**src/rtl/ym_timer_pkg.sv**
```systemverilog
package ym_timer_pkg;

	//////////////////////////////
	// register map

	// host address and data byte width.
	localparam int REG_ADDR_W = 8;

	localparam logic [REG_ADDR_W-1:0] ADDR_TIMER_A_LO = 8'h24;
	localparam logic [REG_ADDR_W-1:0] ADDR_TIMER_A_HI = 8'h25;
	localparam logic [REG_ADDR_W-1:0] ADDR_TIMER_B    = 8'h26;
	localparam logic [REG_ADDR_W-1:0] ADDR_TIMER_CTRL = 8'h27;

	//////////////////////////////
	// fields of 0x27

	localparam int CTRL_LOAD_A    = 0;
	localparam int CTRL_LOAD_B    = 1;
	localparam int CTRL_FLAG_EN_A = 2;
	localparam int CTRL_FLAG_EN_B = 3;
	localparam int CTRL_RESET_A   = 4;
	localparam int CTRL_RESET_B   = 5;

	// two bit mode field, bits 7:6.
	localparam int CTRL_MODE_LSB = 6;

	// csm mode code.
	localparam logic [1:0] MODE_CSM = 2'b10;

	//////////////////////////////
	// timer widths

	localparam int TIMER_A_W = 10;
	localparam int TIMER_B_W = 8;

	// samples per timer b count.
	localparam int TIMER_B_SUBDIV = 16;

	//////////////////////////////
	// status byte

	localparam int STATUS_A_BIT = 0;
	localparam int STATUS_B_BIT = 1;

endpackage
```
**src/rtl/ym_timer_block.sv**
```systemverilog
`timescale 1ns/1ps

module ym_timer_block
	#(
	parameter int SAMPLE_DIV = 72
	)
	(
	input  logic MCLK,
	input  logic reset_i,
	input  logic [2:0] paddr_i,
	input  logic psel_i,
	input  logic penable_i,
	input  logic pwrite_i,
	input  logic [ym_timer_pkg::REG_ADDR_W-1:0] pwdata_i,
	output logic [ym_timer_pkg::REG_ADDR_W-1:0] prdata_o,
	output logic pready_o,
	output logic timer_a_status_o,
	output logic timer_b_status_o,
	output logic mode_ch3_o,
	output logic mode_csm_o
	);

	logic [ym_timer_pkg::TIMER_A_W-1:0] timer_a_val;
	logic [ym_timer_pkg::TIMER_B_W-1:0] timer_b_val;
	logic load_a;
	logic load_b;
	logic flag_en_a;
	logic flag_en_b;
	logic clr_a;
	logic clr_b;
	logic sample_tick;
	logic sub_tick;

	ym_host_regs u_host_regs
		(
		.MCLK(MCLK),
		.reset_i(reset_i),
		.paddr_i(paddr_i),
		.psel_i(psel_i),
		.penable_i(penable_i),
		.pwrite_i(pwrite_i),
		.pwdata_i(pwdata_i),
		.status_a_i(timer_a_status_o),
		.status_b_i(timer_b_status_o),
		.prdata_o(prdata_o),
		.pready_o(pready_o),
		.timer_a_val_o(timer_a_val),
		.timer_b_val_o(timer_b_val),
		.load_a_o(load_a),
		.load_b_o(load_b),
		.flag_en_a_o(flag_en_a),
		.flag_en_b_o(flag_en_b),
		.clr_a_o(clr_a),
		.clr_b_o(clr_b),
		.mode_ch3_o(mode_ch3_o),
		.mode_csm_o(mode_csm_o)
		);

	ym_sample_prescaler #(.SAMPLE_DIV(SAMPLE_DIV)) u_prescaler
		(
		.MCLK(MCLK),
		.reset_i(reset_i),
		.sample_tick_o(sample_tick),
		.sub_tick_o(sub_tick)
		);

	// timer a counts every sample.
	ym_timer #(.WIDTH(ym_timer_pkg::TIMER_A_W)) u_timer_a
		(
		.MCLK(MCLK),
		.reset_i(reset_i),
		.tick_i(sample_tick),
		.load_i(load_a),
		.value_i(timer_a_val),
		.flag_en_i(flag_en_a),
		.clr_i(clr_a),
		.status_o(timer_a_status_o)
		);

	// timer b counts every 16 samples.
	ym_timer #(.WIDTH(ym_timer_pkg::TIMER_B_W)) u_timer_b
		(
		.MCLK(MCLK),
		.reset_i(reset_i),
		.tick_i(sub_tick),
		.load_i(load_b),
		.value_i(timer_b_val),
		.flag_en_i(flag_en_b),
		.clr_i(clr_b),
		.status_o(timer_b_status_o)
		);

endmodule

```
**src/rtl/ym_timer.sv**
```systemverilog
`timescale 1ns/1ps

module ym_timer
	#(
	parameter int WIDTH = 8
	)
	(
	input  logic MCLK,
	input  logic reset_i,
	input  logic tick_i,
	input  logic load_i,
	input  logic [WIDTH-1:0] value_i,
	input  logic flag_en_i,
	input  logic clr_i,
	output logic status_o
	);

	logic load_q;
	logic [WIDTH-1:0] cnt_q;
	logic ovf_q;
	logic status_q;

	logic load_rise;
	logic cnt_full;
	logic count_en;
	logic ovf;

	//////////////////////////////
	// load edge and overflow

	assign load_rise = load_i & ~load_q;
	assign count_en = load_i & tick_i;
	assign cnt_full = &cnt_q;

	// tick at all ones.
	assign ovf = count_en & cnt_full;

	always_ff @(posedge MCLK) begin
		if (reset_i) begin
			load_q <= 1'b0;
			ovf_q <= 1'b0;
		end else begin
			load_q <= load_i;
			ovf_q <= ovf;
		end
	end

	//////////////////////////////
	// counter

	// held at zero while stopped, like the chip.
	always_ff @(posedge MCLK) begin
		if (reset_i) begin
			cnt_q <= '0;
		end else if (!load_i) begin
			cnt_q <= '0;
		end else if (load_rise) begin
			cnt_q <= value_i;
		end else if (ovf) begin
			// reload, period is 2^WIDTH - value ticks.
			cnt_q <= value_i;
		end else if (count_en) begin
			cnt_q <= cnt_q + 1'b1;
		end
	end

	//////////////////////////////
	// status flag

	// sticky until the host clears it.
	always_ff @(posedge MCLK) begin
		if (reset_i) begin
			status_q <= 1'b0;
		end else if (clr_i) begin
			status_q <= 1'b0;
		end else if (ovf_q && flag_en_i) begin
			status_q <= 1'b1;
		end
	end

	assign status_o = status_q;

endmodule

```
**src/rtl/ym_sample_prescaler.sv**
```systemverilog
`timescale 1ns/1ps

module ym_sample_prescaler
	#(
	parameter int SAMPLE_DIV = 72
	)
	(
	input  logic MCLK,
	input  logic reset_i,
	output logic sample_tick_o,
	output logic sub_tick_o
	);

	localparam int DIV_W = (SAMPLE_DIV > 1) ? $clog2(SAMPLE_DIV) : 1;
	localparam int SUB_W = $clog2(ym_timer_pkg::TIMER_B_SUBDIV);

	localparam logic [DIV_W-1:0] DIV_LAST = DIV_W'(SAMPLE_DIV - 1);
	localparam logic [SUB_W-1:0] SUB_LAST = SUB_W'(ym_timer_pkg::TIMER_B_SUBDIV - 1);

	logic [DIV_W-1:0] div_cnt_q;
	logic [SUB_W-1:0] sub_cnt_q;
	logic div_wrap;

	assign div_wrap = div_cnt_q == DIV_LAST;

	// mclk cycles per sample.
	always_ff @(posedge MCLK) begin
		if (reset_i) begin
			div_cnt_q <= '0;
		end else if (div_wrap) begin
			div_cnt_q <= '0;
		end else begin
			div_cnt_q <= div_cnt_q + 1'b1;
		end
	end

	// samples per timer b tick, wraps by itself.
	always_ff @(posedge MCLK) begin
		if (reset_i) begin
			sub_cnt_q <= '0;
			sample_tick_o <= 1'b0;
			sub_tick_o <= 1'b0;
		end else begin
			if (div_wrap) begin
				sub_cnt_q <= sub_cnt_q + 1'b1;
			end
			sample_tick_o <= div_wrap;
			sub_tick_o <= div_wrap & (sub_cnt_q == SUB_LAST);
		end
	end

endmodule

```
**src/rtl/ym_host_regs.sv**
```systemverilog
`timescale 1ns/1ps

module ym_host_regs
	(
	input  logic MCLK,
	input  logic reset_i,
	input  logic [2:0] paddr_i,
	input  logic psel_i,
	input  logic penable_i,
	input  logic pwrite_i,
	input  logic [ym_timer_pkg::REG_ADDR_W-1:0] pwdata_i,
	input  logic status_a_i,
	input  logic status_b_i,
	output logic [ym_timer_pkg::REG_ADDR_W-1:0] prdata_o,
	output logic pready_o,
	output logic [ym_timer_pkg::TIMER_A_W-1:0] timer_a_val_o,
	output logic [ym_timer_pkg::TIMER_B_W-1:0] timer_b_val_o,
	output logic load_a_o,
	output logic load_b_o,
	output logic flag_en_a_o,
	output logic flag_en_b_o,
	output logic clr_a_o,
	output logic clr_b_o,
	output logic mode_ch3_o,
	output logic mode_csm_o
	);

	// top bits of timer a live in 0x25.
	localparam int A_HI_W = ym_timer_pkg::TIMER_A_W - ym_timer_pkg::REG_ADDR_W;

	logic wr_access;
	logic addr_wr;
	logic data_wr;
	logic ctrl_wr;

	logic [ym_timer_pkg::REG_ADDR_W-1:0] addr_q;

	logic [ym_timer_pkg::REG_ADDR_W-1:0] timer_a_lo_q;
	logic [A_HI_W-1:0] timer_a_hi_q;
	logic [ym_timer_pkg::TIMER_B_W-1:0] timer_b_q;

	logic load_a_q;
	logic load_b_q;
	logic flag_en_a_q;
	logic flag_en_b_q;
	logic [1:0] mode_q;

	//////////////////////////////
	// apb access decode

	// no wait states.
	assign pready_o = 1'b1;

	// transfer completes in the access phase.
	assign wr_access = psel_i & penable_i & pwrite_i;

	// paddr bit 2 picks the slot.
	assign addr_wr = wr_access & ~paddr_i[2];
	assign data_wr = wr_access & paddr_i[2];

	assign ctrl_wr = data_wr & (addr_q == ym_timer_pkg::ADDR_TIMER_CTRL);

	//////////////////////////////
	// address latch

	always_ff @(posedge MCLK) begin
		if (reset_i) begin
			addr_q <= '0;
		end else if (addr_wr) begin
			addr_q <= pwdata_i;
		end
	end

	//////////////////////////////
	// register storage

	// writes outside 0x24..0x27 fall through.
	always_ff @(posedge MCLK) begin
		if (reset_i) begin
			timer_a_lo_q <= '0;
			timer_a_hi_q <= '0;
			timer_b_q <= '0;
			load_a_q <= 1'b0;
			load_b_q <= 1'b0;
			flag_en_a_q <= 1'b0;
			flag_en_b_q <= 1'b0;
			mode_q <= 2'b00;
		end else if (data_wr) begin
			case (addr_q)
				ym_timer_pkg::ADDR_TIMER_A_LO: begin
					timer_a_lo_q <= pwdata_i;
				end
				ym_timer_pkg::ADDR_TIMER_A_HI: begin
					timer_a_hi_q <= pwdata_i[A_HI_W-1:0];
				end
				ym_timer_pkg::ADDR_TIMER_B: begin
					timer_b_q <= pwdata_i;
				end
				ym_timer_pkg::ADDR_TIMER_CTRL: begin
					load_a_q <= pwdata_i[ym_timer_pkg::CTRL_LOAD_A];
					load_b_q <= pwdata_i[ym_timer_pkg::CTRL_LOAD_B];
					flag_en_a_q <= pwdata_i[ym_timer_pkg::CTRL_FLAG_EN_A];
					flag_en_b_q <= pwdata_i[ym_timer_pkg::CTRL_FLAG_EN_B];
					mode_q <= pwdata_i[ym_timer_pkg::CTRL_MODE_LSB +: 2];
				end
				default: begin
				end
			endcase
		end
	end

	//////////////////////////////
	// outputs to the timers

	assign timer_a_val_o = {timer_a_hi_q, timer_a_lo_q};
	assign timer_b_val_o = timer_b_q;

	assign load_a_o = load_a_q;
	assign load_b_o = load_b_q;
	assign flag_en_a_o = flag_en_a_q;
	assign flag_en_b_o = flag_en_b_q;

	// reset bits are not stored, they only pulse
	// during the access cycle of the 0x27 write.
	assign clr_a_o = ctrl_wr & pwdata_i[ym_timer_pkg::CTRL_RESET_A];
	assign clr_b_o = ctrl_wr & pwdata_i[ym_timer_pkg::CTRL_RESET_B];

	//////////////////////////////
	// mode decode

	// any non-zero mode turns on ch3 special mode.
	assign mode_ch3_o = mode_q != 2'b00;
	assign mode_csm_o = mode_q == ym_timer_pkg::MODE_CSM;

	//////////////////////////////
	// status readback

	// same byte from both slots.
	always_comb begin
		prdata_o = '0;
		prdata_o[ym_timer_pkg::STATUS_A_BIT] = status_a_i;
		prdata_o[ym_timer_pkg::STATUS_B_BIT] = status_b_i;
	end

endmodule

```
**config.mk**
```make
export PLATFORM = sky130hd
export DESIGN_NAME = ym_timer_block
export DESIGN_NICKNAME = d
export VERILOG_FILES = /design/src/rtl/ym_timer_pkg.sv /design/src/rtl/ym_timer_block.sv /design/src/rtl/ym_timer.sv /design/src/rtl/ym_sample_prescaler.sv /design/src/rtl/ym_host_regs.sv
export SDC_FILE = /design/constraint.sdc
export NUM_CORES = 1
export LEC_CHECK = 0
export BUFFER_PORTS_ARGS = -buffer_cell sky130_fd_sc_hd__buf_2
export CAP_MARGIN = 20
export CORE_UTILIZATION = 63
export DETAILED_ROUTE_END_ITERATION = 16
export GPL_TIMING_DRIVEN = 0
export PLACE_DENSITY = 0.95
export SLEW_MARGIN = 30
export SYNTH_ARGS = -nofsm -noshare
export SYNTH_HDL_FRONTEND = slang
export SYNTH_SLANG_ARGS = --single-unit
```
**constraint.sdc**
```tcl
create_clock -name MCLK -period 3.4 [get_ports MCLK]
set_input_delay 0.68 -clock MCLK [delete_from_list [all_inputs] [get_ports MCLK]]
set_output_delay 0.68 -clock MCLK [all_outputs]
set_load 0.03 [all_outputs]
```
==> flow_summary.toml <==
[status]
run_status = "complete, no violations"

[power]
p_leak_uw = 0.00136
ir_drop_mv = 0.382
power_density_mw_per_mm2 = 414

[min_path]
hold_path_class = "reg2reg"
holdCritStartpoint = "u_host_regs.addr_q[2]"
hold_end = "u_host_regs.addr_q[2]"
min_path_cells = 2

[sta]
finalHoldViolations = 0
max_slew_violations = 0
slew_headroom = 0.638
rsz0062_at_grt = "false"
timing.final.setup_violations = 0
layout_min_cycle_time_ns = 1.90
largest_clock_skew_in_the_final_design_ns = 0.00614
finalCritPeriodShare = 0.558
maxClockFrequency_ghz = 0.527
fin_setup_tns_ns = 0
max_slew.worst_pin.slew_ns = 0.542

[grt]
gr-total-overflow = 0
grt_start_max_net_pins = 13
antenna_violations_before_repair = 0
grt_pass1_vias = 2780
track_usage = 0.311
grt_first_pass_wirelength_mm = 12.8

[synth]
synth_edf_count = 0
ys_seq_area_frac = 0.417
ys_async_sr_fraction = 0
ys_ff_latch = 69
syn-instance-count = 385
syn_avg_cell_area_sq_um = 8.60
dominantRegCellSynth = "sky130_fd_sc_hd__dfxtp_1"
yosysUniqueCellTypes = 61
synthesis.area_sq_mm = 0.00331
synth-warning-count = 0

[critical_path]
timing.critical_path.buf_inv = 1
crit_path_max_fanout = 10
cell_by_cell_listing_of_the_critical_path = "ha_1 -> nand4_2 -> o31ai_4 -> buf_6 -> nor4_1 -> o31a_1"
worstSetupStartpointType = "flip-flop"
largest_stage_delay_on_the_critical_path_ns = 0.42
worst_ep_required_time_ns = 3.64
critical-path-slowest-cell = "sky130_fd_sc_hd__dfxtp_1"
cp.arrival_ns = 2.14
timing.setup.critical_path_class = "reg2reg"
timing.critical_path.to_type = "flip-flop"
regToRegSetupSlack_ns = 1.50
critical_path.reg2reg.startpoint = "u_timer_a.cnt_q[0]"
worst-r2r-cell-count = 6
timing.critical_path.max_delay_family = "compound AO/OA/AOI/OAI gates"
endpoint_of_the_most_critical_register_to_register_path = "u_timer_a.cnt_q[3]"

[floorplan]
die_area_sq_mm = 0.00555
io-pin-count = 29
die_x_um = 74.5
die_y_um = 74.5
core_area_sq_mm = 0.00507
row_count = 26
initial_utilization = 0.653

[final_layout]
finish.instance_area_sq_mm = 0.00370
postLayoutCoreUtil = 0.730
fillers = 357
proportion_of_layout_cells_with_a_drive_suffix_above_1 = 0.144
multi_input_gate_area_in_the_final_layout_sq_mm = 0.00178
final_nets = 440
sequential_cell_area_sq_mm = 0.00138
synthToLayoutAreaGrowth_pct = 11.9
antennaDiodeCount = 0

[routing]
drt_iter0_drc = 354
route.antenna.remaining_nets = 0
viasPerCell = 6.22
vias = 3080
avgRoutedWirePerCell_um = 16.3
drt_pass1_iterations = 7
post-route-drc-count = 0
route.final.wire_length_mm = 8.07

[flow_run]
max_cap_viol_count = 0

[clocking]
post_cts_setup_repair_bufs = 0
cts_hold_buf = 0
clock_tree_from_tritoncts = "yes"
htree_levels = 3
clock_sinks = 69
tritoncts_buffers = 9
insertion_delay_ns = 0.35
cts-resized-gates = 0
clock-root-buffer = "sky130_fd_sc_hd__clkbuf_8"
cts_max_path_buffers = 2
worst_setup_hold_path_clk_slew_ns = 0.07

[placed_design]
post-dp-hpwl_mm = 5.62
globalplace.congestion = 0.929
detailed_place.area_sq_mm = 0.00351
port_buffers = 19
==> kinds of logic (layout without fill, tap and decap cells) <==
logic type / count (synthesis) / count (layout) / share of synthesized area
simple gates: 172 / 172 / 0.281
flops: 69 / 69 / 0.417
xor+xnor: 6 / 6 / 0.0159
compound gates: 78 / 78 / 0.154
mux: 21 / 21 / 0.0638
buf+inv: 33 / 68 / 0.0510
other cells: 2 / 7 / 0.00227
fa+ha+maj: 4 / 4 / 0.0151
==> state kept, by name (all words and copies together) (netlist names), 2 cells and up <==
| name | flops |
|---|---|
| u_host_regs.addr_q | 8 |
| u_host_regs.mode_q | 2 |
| u_host_regs.timer_a_hi_q | 2 |
| u_host_regs.timer_a_lo_q | 8 |
| u_host_regs.timer_b_val_o | 8 |
| u_prescaler.div_cnt_q | 7 |
| u_prescaler.sub_cnt_q | 4 |
| u_timer_a.cnt_q | 10 |
| u_timer_b.cnt_q | 8 |
==> Yosys cell counts, types with 3 or more instances <==
master / n / area, sq um
sky130_fd_sc_hd__o21ai_0: 6 / 30.0
sky130_fd_sc_hd__and4_1: 6 / 52.6
sky130_fd_sc_hd__or4_1: 3 / 22.5
sky130_fd_sc_hd__buf_4: 9 / 67.6
sky130_fd_sc_hd__nand3_1: 28 / 140
sky130_fd_sc_hd__nor2b_1: 4 / 25.0
sky130_fd_sc_hd__a211oi_1: 3 / 22.5
sky130_fd_sc_hd__inv_1: 6 / 22.5
sky130_fd_sc_hd__xnor2_1: 4 / 35.0
sky130_fd_sc_hd__nand2_1: 57 / 214
sky130_fd_sc_hd__nor2_1: 15 / 56.3
sky130_fd_sc_hd__and3_1: 5 / 31.3
sky130_fd_sc_hd__o211ai_1: 4 / 30.0
sky130_fd_sc_hd__nor3_1: 11 / 55.1
sky130_fd_sc_hd__a31oi_1: 7 / 43.8
sky130_fd_sc_hd__o21ai_1: 11 / 55.1
sky130_fd_sc_hd__a21oi_1: 26 / 130
sky130_fd_sc_hd__nor4_1: 3 / 18.8
sky130_fd_sc_hd__ha_1: 4 / 50.1
sky130_fd_sc_hd__or3_1: 5 / 31.3
sky130_fd_sc_hd__and2_1: 6 / 37.5
sky130_fd_sc_hd__nand4_1: 7 / 43.8
sky130_fd_sc_hd__clkbuf_1: 11 / 41.3
sky130_fd_sc_hd__dfxtp_1: 69 / 1380
sky130_fd_sc_hd__nand2b_1: 7 / 43.8
sky130_fd_sc_hd__buf_2: 3 / 15.0
sky130_fd_sc_hd__mux2i_1: 20 / 200
==> final cells by class <==
type / instances / share of cell area
sequential: 69 / 0.373
timing repair buffer: 19 / 0.0257
buffer: 24 / 0.0365
clock buffer: 10 / 0.0344
tap: 70 / 0.0236
multi-input combinational: 288 / 0.481
clock inverter: 6 / 0.0172
inverter: 9 / 0.00912
==> through the flow <==
stage / hold slack (ns) / cells / power [uW] / setup slack [ns]
after floorplan: 0.432 / 390 / 874 / 1.57
after global placement: 0.440 / 479 / 894 / 1.42
after detailed placement: 0.447 / 479 / 896 / 1.36
after CTS: 0.458 / 495 / 1540 / 1.52
after global routing: 0.491 / 495 / 1580 / 1.40
final: 0.456 / 495 / 1530 / 1.50
==> where the power goes <==
group	switching, uW	internal (uW)	leakage, uW
combinational	42.6	19.8	0.000710
clock	319	337	0.0000923
sequential	4.26	812	0.000556
total	365	1170	0.00136
==> cell usage in the layout, fill, tap and decap left out, types with 3 or more instances in the layout <==
master                     synthesis  final
sky130_fd_sc_hd__dfxtp_1          69     69
sky130_fd_sc_hd__nand2_1          57     57
sky130_fd_sc_hd__nand3_1          28     28
sky130_fd_sc_hd__a21oi_1          26     26
sky130_fd_sc_hd__buf_2             3     22
sky130_fd_sc_hd__mux2i_1          20     20
sky130_fd_sc_hd__nor2_1           15     15
sky130_fd_sc_hd__clkbuf_1         11     12
sky130_fd_sc_hd__nor3_1           11     11
sky130_fd_sc_hd__o21ai_1          11     11
sky130_fd_sc_hd__buf_4             9      9
sky130_fd_sc_hd__clkbuf_8          0      9
sky130_fd_sc_hd__nand4_1           7      7
sky130_fd_sc_hd__nand2b_1          7      7
sky130_fd_sc_hd__a31oi_1           7      7
sky130_fd_sc_hd__conb_1            2      7
sky130_fd_sc_hd__and2_1            6      6
sky130_fd_sc_hd__and4_1            6      6
sky130_fd_sc_hd__o21ai_0           6      6
sky130_fd_sc_hd__inv_1             6      6
sky130_fd_sc_hd__and3_1            5      5
sky130_fd_sc_hd__or3_1             5      5
sky130_fd_sc_hd__nor2b_1           4      4
sky130_fd_sc_hd__xnor2_1           4      4
sky130_fd_sc_hd__o211ai_1          4      4
sky130_fd_sc_hd__ha_1              4      4
sky130_fd_sc_hd__a211oi_1          3      3
sky130_fd_sc_hd__nor4_1            3      3
sky130_fd_sc_hd__or4_1             3      3
==> worst reg2reg max path, stage by stage (launching register included) <==
cell and delay [ns]:
sky130_fd_sc_hd__dfxtp_1 0.42, sky130_fd_sc_hd__ha_1 0.25, sky130_fd_sc_hd__nand4_2 0.24, sky130_fd_sc_hd__o31ai_4 0.34, sky130_fd_sc_hd__buf_6 0.19, sky130_fd_sc_hd__nor4_1 0.06
sky130_fd_sc_hd__o31a_1 0.29
==> per-layer routing <==
layer,share of wire,vias to the layer above,global-route usage
met3,0.067,17,0.0772
met2,0.50,145,0.522
met5,0,-,0
met1,0.42,1468,0.382
li1,-,1450,-
met4,0.018,0,0.124
==> how the worst max path moves through the flow <==
| stage | start | to | slack [ns] | depth (start not counted) |
|---|---|---|---|---|
| floorplan | pwrite_i | u_host_regs.timer_a_hi_q[0] | 1.57 | 5 |
| global placement | pwrite_i | u_host_regs.timer_a_hi_q[0] | 1.42 | 6 |
| detailed placement | paddr_i[2] | u_host_regs.timer_a_lo_q[0] | 1.36 | 6 |
| CTS | u_timer_a.cnt_q[0] | u_timer_a.cnt_q[3] | 1.52 | 6 |
| global route | u_timer_a.cnt_q[0] | u_timer_a.cnt_q[1] | 1.40 | 6 |
| finish | u_timer_a.cnt_q[0] | u_timer_a.cnt_q[3] | 1.50 | 6 |
Note: power is estimated with default switching activity, not from simulation.
